File: src/sq_settings.svh
`ifndef SQ_SETTINGS_SVH
`define SQ_SETTINGS_SVH

// queue geometry
`define SQ_DEPTH    16
`define SQ_PTR_W    4
`define SQ_ALLOC_N  4   // stores allocated per cycle

// tag widths
`define SQ_TAG_W    7
`define SQ_WB_TAG_W 6   // low bits of the allocation tag

// payload
`define SQ_ADDR_W   16
`define SQ_DATA_W   16

`endif

File: src/sq_pkg.sv
`include "sq_settings.svh"

package sq_pkg;

   typedef logic [`SQ_PTR_W-1:0] sq_ptr_t;

   typedef enum logic [1:0] {
      SQ_IDLE     = 2'b00,
      SQ_WAIT_TWO = 2'b01, // waiting for grant
      SQ_ISSUED   = 2'b10,
      SQ_WAIT_ONE = 2'b11  // waiting for the head write-back
   } sq_state_e;

   typedef struct packed {
      logic                  free;
      logic                  written;
      logic [`SQ_TAG_W-1:0]  tag;
      logic [`SQ_ADDR_W-1:0] addr;
      logic [`SQ_DATA_W-1:0] data;
   } sq_entry_t;

   typedef struct packed {
      logic                 valid;
      logic [`SQ_TAG_W-1:0] tag;
   } sq_alloc_t;

   typedef sq_alloc_t [`SQ_ALLOC_N-1:0] sq_alloc_vec_t; // slot 0 is oldest

   typedef struct packed {
      logic                    strobe;
      logic [`SQ_WB_TAG_W-1:0] tag;
      logic [`SQ_ADDR_W-1:0]   addr;
      logic [`SQ_DATA_W-1:0]   data;
   } sq_wb_t;

   typedef struct packed {
      logic [`SQ_TAG_W-1:0]  tag;
      logic [`SQ_ADDR_W-1:0] addr;
   } sq_fwd_req_t;

   typedef struct packed {
      logic                  hit;
      logic                  ready;
      logic [`SQ_DATA_W-1:0] data;
   } sq_fwd_rsp_t;

   typedef struct packed {
      logic [`SQ_ADDR_W-1:0] addr;
      logic [`SQ_DATA_W-1:0] data;
   } sq_mem_wr_t;

endpackage

File: src/sq_pointers.sv
`timescale 1ns/1ps
`include "sq_settings.svh"

module sq_pointers import sq_pkg::*; (
   input  logic                 clk,
   input  logic                 rst,
   input  sq_alloc_vec_t        i_alloc,
   input  logic                 i_flsh,
   input  sq_ptr_t              i_flush_ptr,
   input  logic                 i_finished,
   input  logic [`SQ_DEPTH-1:0] i_free,
   output sq_ptr_t              o_head,
   output sq_ptr_t              o_tail,
   output logic [`SQ_DEPTH-1:0] o_flush_mask,
   output logic                 o_stll
);

   logic [`SQ_ALLOC_N-1:0] vld;
   sq_ptr_t                alloc_cnt;
   sq_ptr_t                nxt_tail;
   sq_ptr_t                flush_len;
   sq_ptr_t                stll_idx;

   always_comb begin
      for (int k = 0; k < `SQ_ALLOC_N; k++) begin
         vld[k] = i_alloc[k].valid;
      end
   end

   // only patterns filled from slot 0 upward count
   always_comb begin
      case (vld)
         4'b0001: alloc_cnt = sq_ptr_t'(1);
         4'b0011: alloc_cnt = sq_ptr_t'(2);
         4'b0111: alloc_cnt = sq_ptr_t'(3);
         4'b1111: alloc_cnt = sq_ptr_t'(4);
         default: alloc_cnt = '0;
      endcase
   end

   assign nxt_tail  = o_tail + alloc_cnt;
   assign flush_len = nxt_tail - i_flush_ptr; // wraps mod depth

   // circular range [flush_ptr, nxt_tail)
   always_comb begin
      sq_ptr_t off;
      off = '0;
      for (int i = 0; i < `SQ_DEPTH; i++) begin
         off             = sq_ptr_t'(i) - i_flush_ptr;
         o_flush_mask[i] = off < flush_len;
      end
   end

   assign stll_idx = o_tail + sq_ptr_t'(`SQ_ALLOC_N);
   assign o_stll   = ~i_free[stll_idx]; // room for a full allocation group

   always_ff @(posedge clk or negedge rst) begin
      if (!rst) begin
         o_head <= '0;
         o_tail <= '0;
      end else begin
         if (i_finished) begin
            o_head <= o_head + sq_ptr_t'(1);
         end
         o_tail <= i_flsh ? i_flush_ptr : nxt_tail; // flush overrides allocation
      end
   end

endmodule

File: src/sq_commit_fsm.sv
`timescale 1ns/1ps

module sq_commit_fsm import sq_pkg::*; (
   input  logic clk,
   input  logic rst,
   input  logic i_cmmt_str,
   input  logic i_head_written,
   input  logic i_str_grnt,
   input  logic i_done,
   output logic o_str_req,
   output logic o_str_iss,
   output logic o_finished
);

   sq_state_e state;
   sq_state_e nxt_state;

   always_ff @(posedge clk or negedge rst) begin
      if (!rst) begin
         state <= SQ_IDLE;
      end else begin
         state <= nxt_state;
      end
   end

   always_comb begin
      nxt_state  = state;
      o_str_req  = 1'b0;
      o_str_iss  = 1'b0;
      o_finished = 1'b0;
      case (state)
         SQ_IDLE: begin
            if (i_cmmt_str) begin
               nxt_state = i_head_written ? SQ_WAIT_TWO : SQ_WAIT_ONE;
            end
         end
         SQ_WAIT_ONE: begin
            if (i_head_written) begin
               nxt_state = SQ_WAIT_TWO;
            end
         end
         SQ_WAIT_TWO: begin
            if (i_str_grnt) begin
               o_str_iss = 1'b1; // req drops in the one cycle issue pulse
               nxt_state = SQ_ISSUED;
            end else begin
               o_str_req = 1'b1;
            end
         end
         SQ_ISSUED: begin
            if (i_done) begin
               o_finished = 1'b1; // frees head entry at this edge
               nxt_state  = SQ_IDLE;
            end
         end
         default: nxt_state = SQ_IDLE;
      endcase
   end

endmodule

File: src/sq_entries.sv
`timescale 1ns/1ps
`include "sq_settings.svh"

module sq_entries import sq_pkg::*; (
   input  logic                 clk,
   input  logic                 rst,
   input  sq_alloc_vec_t        i_alloc,
   input  sq_ptr_t              i_tail,
   input  sq_ptr_t              i_head,
   input  sq_wb_t               i_wb,
   input  logic                 i_flsh,
   input  logic [`SQ_DEPTH-1:0] i_flush_mask,
   input  logic                 i_finished,
   output sq_entry_t            o_entries [`SQ_DEPTH],
   output logic [`SQ_DEPTH-1:0] o_free,
   output logic                 o_head_written,
   output sq_mem_wr_t           o_mem_wr
);

   logic [`SQ_ALLOC_N-1:0] vld;
   logic                   alloc_ok;
   logic [`SQ_DEPTH-1:0]   ins [`SQ_ALLOC_N];
   logic [`SQ_DEPTH-1:0]   commit;

   always_comb begin
      for (int k = 0; k < `SQ_ALLOC_N; k++) begin
         vld[k] = i_alloc[k].valid;
      end
   end

   assign alloc_ok = vld inside {4'b0000, 4'b0001, 4'b0011, 4'b0111, 4'b1111};

   // slot k lands on entry tail+k
   always_comb begin
      sq_ptr_t idx;
      idx = '0;
      for (int k = 0; k < `SQ_ALLOC_N; k++) begin
         idx         = i_tail + sq_ptr_t'(k);
         ins[k]      = '0;
         ins[k][idx] = vld[k] & alloc_ok;
      end
   end

   assign commit = {{(`SQ_DEPTH-1){1'b0}}, i_finished} << i_head;

   for (genvar i = 0; i < `SQ_DEPTH; i++) begin : g_ent
      logic                  free_q;
      logic                  written_q;
      logic [`SQ_TAG_W-1:0]  tag_q;
      logic [`SQ_ADDR_W-1:0] addr_q;
      logic [`SQ_DATA_W-1:0] data_q;
      logic                  kill;
      logic                  alloc_hit;
      logic [`SQ_TAG_W-1:0]  alloc_tag;
      logic                  wb_hit;

      always_comb begin
         alloc_hit = 1'b0;
         alloc_tag = '0;
         for (int k = 0; k < `SQ_ALLOC_N; k++) begin
            if (ins[k][i]) begin
               alloc_hit = 1'b1;
               alloc_tag = i_alloc[k].tag;
            end
         end
      end

      assign kill   = i_flsh & i_flush_mask[i];
      assign wb_hit = i_wb.strobe & ~free_q & (tag_q[`SQ_WB_TAG_W-1:0] == i_wb.tag);

      // priority flush, commit, allocate, write-back
      always_ff @(posedge clk or negedge rst) begin
         if (!rst) begin
            free_q    <= 1'b1;
            written_q <= 1'b0;
         end else if (kill | commit[i]) begin
            free_q    <= 1'b1;
            written_q <= 1'b0;
         end else if (alloc_hit) begin
            free_q    <= 1'b0;
            written_q <= 1'b0;
         end else if (wb_hit) begin
            written_q <= 1'b1;
         end
      end

      always_ff @(posedge clk) begin
         if (kill) begin
            tag_q <= '0;
         end else if (alloc_hit & ~commit[i]) begin
            tag_q <= alloc_tag;
         end
         if (wb_hit & ~kill & ~commit[i] & ~alloc_hit) begin
            addr_q <= i_wb.addr;
            data_q <= i_wb.data;
         end
      end

      assign o_entries[i] = '{free: free_q, written: written_q, tag: tag_q,
                              addr: addr_q, data: data_q};
      assign o_free[i]    = free_q;
   end

   assign o_head_written = o_entries[i_head].written;
   assign o_mem_wr.addr  = o_entries[i_head].addr;
   assign o_mem_wr.data  = o_entries[i_head].data;

endmodule

File: src/sq_forward.sv
`timescale 1ns/1ps
`include "sq_settings.svh"

module sq_forward import sq_pkg::*; (
   input  sq_entry_t   i_entries [`SQ_DEPTH],
   input  sq_ptr_t     i_head,
   input  sq_fwd_req_t i_fwd_req,
   output sq_fwd_rsp_t o_fwd_rsp
);

   logic [`SQ_DEPTH-1:0] older;
   logic [`SQ_DEPTH-1:0] match;
   logic [`SQ_DEPTH-1:0] rdy;
   logic [`SQ_DEPTH-1:0] shifted;
   sq_ptr_t              sel;

   always_comb begin
      for (int i = 0; i < `SQ_DEPTH; i++) begin
         older[i] = i_entries[i].tag < i_fwd_req.tag; // plain unsigned age
         match[i] = ~i_entries[i].free & older[i]
                    & (i_entries[i].addr == i_fwd_req.addr);
         rdy[i]   = i_entries[i].free | i_entries[i].written | ~older[i];
      end
   end

   // bit 0 is head, higher bits are younger
   assign shifted = (match >> i_head) | (match << (`SQ_DEPTH - i_head));

   // youngest older store wins
   always_comb begin
      sq_ptr_t off;
      off = '0;
      for (int j = 0; j < `SQ_DEPTH; j++) begin
         if (shifted[j]) begin
            off = sq_ptr_t'(j);
         end
      end
      sel = i_head + off;
   end

   assign o_fwd_rsp.hit   = |match;
   assign o_fwd_rsp.ready = &rdy;
   assign o_fwd_rsp.data  = o_fwd_rsp.hit ? i_entries[sel].data : '0;

endmodule

File: src/store_queue.sv
`timescale 1ns/1ps
`include "sq_settings.svh"

module store_queue import sq_pkg::*; (
   input  logic          clk,
   input  logic          rst,
   input  sq_alloc_vec_t i_alloc,
   input  sq_wb_t        i_wb,
   input  logic          i_flsh,
   input  sq_ptr_t       i_flush_ptr,
   input  logic          i_cmmt_str,
   input  logic          i_str_grnt,
   input  logic          i_done,
   input  sq_fwd_req_t   i_fwd_req,
   output logic          o_stll,
   output logic          o_str_req,
   output logic          o_str_iss,
   output sq_mem_wr_t    o_mem_wr,
   output sq_fwd_rsp_t   o_fwd_rsp
);

   sq_ptr_t              head;
   sq_ptr_t              tail;
   logic [`SQ_DEPTH-1:0] free_vec;
   logic [`SQ_DEPTH-1:0] flush_mask;
   logic                 head_written;
   logic                 finished;
   sq_entry_t            entries [`SQ_DEPTH];

   sq_pointers u_ptrs (
      .clk          (clk),
      .rst          (rst),
      .i_alloc      (i_alloc),
      .i_flsh       (i_flsh),
      .i_flush_ptr  (i_flush_ptr),
      .i_finished   (finished),
      .i_free       (free_vec),
      .o_head       (head),
      .o_tail       (tail),
      .o_flush_mask (flush_mask),
      .o_stll       (o_stll)
   );

   sq_commit_fsm u_commit (
      .clk            (clk),
      .rst            (rst),
      .i_cmmt_str     (i_cmmt_str),
      .i_head_written (head_written),
      .i_str_grnt     (i_str_grnt),
      .i_done         (i_done),
      .o_str_req      (o_str_req),
      .o_str_iss      (o_str_iss),
      .o_finished     (finished)
   );

   sq_entries u_entries (
      .clk            (clk),
      .rst            (rst),
      .i_alloc        (i_alloc),
      .i_tail         (tail),
      .i_head         (head),
      .i_wb           (i_wb),
      .i_flsh         (i_flsh),
      .i_flush_mask   (flush_mask),
      .i_finished     (finished),
      .o_entries      (entries),
      .o_free         (free_vec),
      .o_head_written (head_written),
      .o_mem_wr       (o_mem_wr)
   );

   sq_forward u_fwd (
      .i_entries (entries),
      .i_head    (head),
      .i_fwd_req (i_fwd_req),
      .o_fwd_rsp (o_fwd_rsp)
   );

endmodule

File: config.mk
export PLATFORM = sky130hd
export DESIGN_NAME = store_queue
export DESIGN_NICKNAME = d
export VERILOG_FILES = /design/src/sq_pkg.sv /design/src/sq_pointers.sv /design/src/sq_commit_fsm.sv /design/src/sq_entries.sv /design/src/sq_forward.sv /design/src/store_queue.sv
export VERILOG_INCLUDE_DIRS = /design/src /design/src/src
export SDC_FILE = /design/constraint.sdc
export NUM_CORES = 2
export LEC_CHECK = 0
export BUFFER_PORTS_ARGS = -buffer_cell sky130_fd_sc_hd__buf_2
export CAP_MARGIN = 5
export CORE_MARGIN = 2
export CORE_UTILIZATION = 55
export CTS_CLUSTER_DIAMETER = 80
export DETAILED_ROUTE_END_ITERATION = 7
export GPL_TIMING_DRIVEN = 1
export PLACE_DENSITY = 0.73
export SLEW_MARGIN = 20
export SYNTH_ARGS = -nofsm -noshare
export SYNTH_HDL_FRONTEND = slang
export SYNTH_SLANG_ARGS = --single-unit
export TNS_END_PERCENT = 10
File: constraint.sdc
create_clock -name clk -period 18.3 [get_ports clk]
set_input_delay 2.745 -clock clk [delete_from_list [all_inputs] [get_ports clk]]
set_output_delay 2.745 -clock clk [all_outputs]
set_load 0.02 [all_outputs]
==> impl_results.md <==
* Outcome: complete, but fails checks
* Failing checks: design-rule violations
* Relative slew slack at 0.176
* Clk buf depth at 3
* Share of layout cells above drive strength 1 at 0.207
* Vias in the first global route at 30,100
* Dpl cells at 4,099
* Max-slew violations at 0
* Post-Syn Nets at 3,402
* DRT iter0 DRCs at 5,040
* Starting density of the core at 0.556
* Setup repair bufs after CTS at 0
* Critical path launch point type: input port
* PortBufs at 156
* Final setup viols at 0
* Num CTS Buffers at 74
* # H-tree levels at 3
* Minimum clock period after layout at 12.84 ns
* Avg Cell Area, Syn at 12.6 um^2
* Area of the multi-input gates at 19,900 um^2
* Power Dens Cells at 184 nW/um^2
* Register area share after synthesis at 0.470
* Fin crit share at 0.702
* PostCTS Resize Cnt at 0
* Nets at 3,482
* Final wirelength at 143,000 um
* Hold_ws at 0.500 ns
* Number of nets still failing antenna checks after routing at 0
* Leak at 14.5 nW
* CTS tree: yes
* Antenna violations before repair at 4
* #FFs+latches synth at 666
* Overall global routing resource usage at 0.382
* Critical Path Slowest Stage Cell: inv_1
* Asr flop ratio synth at 0.0631
* Area of the core at 71,500 um^2
* Largest net degree at the start of global routing at 73
* Worst Path Required at 15.55 ns
* Filler cells at 5,409
* Die H at 273 um
* Synth-to-Final Area Change at 9.66%
* DIE AREA at 74,400 um^2
* Number of flops mapped to enable cells by yosys at 512
* Max Cap Violations at 0
* Final TNS setup at 0 ns
* Hold Violations, Final at 0
* Die outline width at 273 um
* Wire length per cell at 33.7 um
* RSZ-0062 raised after global routing: no
* Primary FF master, synth: edfxtp_1
* Worst-Margin Slew at 1.24 ns
* CP cell instances: buf_2, inv_1, ha_1, a211oi_1, nand3_1, a21oi_1, and2_1, mux2i_1, mux4_2, a22oi_1, nand3b_1, nor4b_1, o31ai_1, ha_4, inv_1, fa_2, buf_4, mux4_2, mux2_2, nand3_1, o2111ai_1, buf_2
* Worst path max stage delay at 0.81 ns
* Peak supply drop at 0.000393 V
* DPL Wire Length at 92,500 um
* Syn Std Cell Area at 39,700 um^2
* Final Non-Filler Cells at 4,236
* CP arrival at 10.10 ns
* Synth unique cells at 92
* Clock latency on the worst-skew pair at 0.65 ns
* Worst-path clk slew at 0.06 ns
* Drt drc at 77
* F_max at 77.9 MHz
* Warnings from Yosys at 0
* CP Max Fanout at 52
* RD Place Congestion at 1.02
* Clock Root Buffer: clkbuf_16
* HP Class: flip-flop to flip-flop
* CP endpoint kind: output pin
* CTS Hold Buffers Added at 0
* Cells after synthesis at 3,145
* Pre-antenna DRT Iters at 8
* TritonCTS Sinks at 666
* Num rows at 98
* Grt ovf at 0
* Via count at 30,900
* First-pass GRT wire length at 206,000 um
* I/O Pins at 157
* Via density per instance at 7.28
* Worst clock skew at 0.0359 ns
* Setup Slack @ Placement at 5.68 ns
* Final WS setup at 5.46 ns
* Crit Path Category: input port to output pin
* Reg area at 18,700 um^2
[worst max-delay path: cells and delay by family]
family,cells,cell delay [ns]
simple gates,5,0.90
compound gates,5,1.73
mux,4,1.35
fa+ha+maj,3,1.39
buf+inv,5,1.90
[cells by family after synthesis]
| kind of cell | count (synthesis) | synth area share |
|---|---|---|
| flip-flops | 666 | 0.470 |
| buffers and inverters | 267 | 0.0341 |
| AND/OR/NAND/NOR | 844 | 0.103 |
| AO/OA/AOI/OAI | 529 | 0.104 |
| XOR/XNOR | 383 | 0.0848 |
| adder cells (fa/ha/maj) | 153 | 0.0489 |
| multiplexers | 303 | 0.155 |
[layout by cell type, fill, tap and decap left out, types with 38 or more instances in the layout]
cell and count:
buf_2 156, nand4_1 81, a222oi_1 113, nand2_1 259, nor4_1 38, inv_1 59
nand3_1 70, a311oi_1 112, ha_1 148, dfxtp_1 112, edfxtp_1 512, xnor2_1 321
clkbuf_16 76, nor2_1 217, a21oi_1 98, xor2_1 59, mux4_2 246, buf_4 51
[registers in the layout, summed over array words and instances, names as in the netlist]
signal	flops
u_commit.state	2
u_entries.g_ent.addr_q	256
u_entries.g_ent.data_q	256
u_entries.g_ent.free_q	16
u_entries.g_ent.tag_q	112
u_entries.g_ent.written_q	16
u_ptrs.o_head	4
u_ptrs.o_tail	4
[through the flow]
step	instance area [um^2]	total power [mW]	utilization
after CTS	43500	7.99	0.609
after floorplan	39700	5.36	-
after detailed placement	41100	6.49	0.575
after global placement	41100	6.33	0.575
after global routing	43600	8.39	0.610
final	43600	8.03	0.610
[synthesized netlist by cell type, drive strengths merged, types with 48 or more instances]
cell,count,area share
o21ai,48,0.0060
nand2,259,0.024
xor2,61,0.014
a222oi,113,0.028
nand4,82,0.013
buf,85,0.017
nor2,222,0.021
a21oi,102,0.013
edfxtp,512,0.39
clkbuf,119,0.011
xnor2,322,0.071
dfxtp,112,0.056
nand3,70,0.0088
inv,61,0.0058
a311oi,112,0.025
mux4,246,0.14
ha,149,0.047
[worst paths after layout]
check / depth (start not counted) / start / slack, ns / end
min reg2reg: 2 / u_entries.g_ent[12].tag_q[6] / 0.50 / u_entries.g_ent[12].tag_q[6]
max in group asynchronous: 2 / rst / 15.48 / u_ptrs.o_head[2]
min: 2 / u_entries.g_ent[12].tag_q[6] / 0.50 / u_entries.g_ent[12].tag_q[6]
min in group asynchronous: 2 / rst / 2.21 / u_ptrs.o_tail[0]
max: 22 / i_fwd_req[22] / 5.46 / o_fwd_rsp[10]
max reg2reg: 11 / u_ptrs.o_tail[0] / 12.80 / u_entries.g_ent[13].written_q
[layout make-up]
class	count	area share
Sequential cell	666	0.429
Multi-Input combinational cell	2212	0.456
Clock buffer	96	0.0467
Clock inverter	39	0.00876
Inverter	63	0.00545
Timing Repair Buffer	208	0.0270
Antenna cell	2	0.000115
Tap cell	950	0.0273
[per-layer routing]
layer	wire (um)	global-route usage
met5	37	0
met4	8660	0.192
met3	18600	0.108
met2	63600	0.583
met1	51800	0.504
[where the power goes]
part           internal [mW]  leakage (nW)  switching [mW]  total (mW)
clock                  0.840          1.18           0.648        1.49
sequential              1.72          6.02           0.157        1.88
combinational           2.18          7.30            2.48        4.66
total                   4.75          14.5            3.28        8.03
Power figures use the tool's default switching activity.
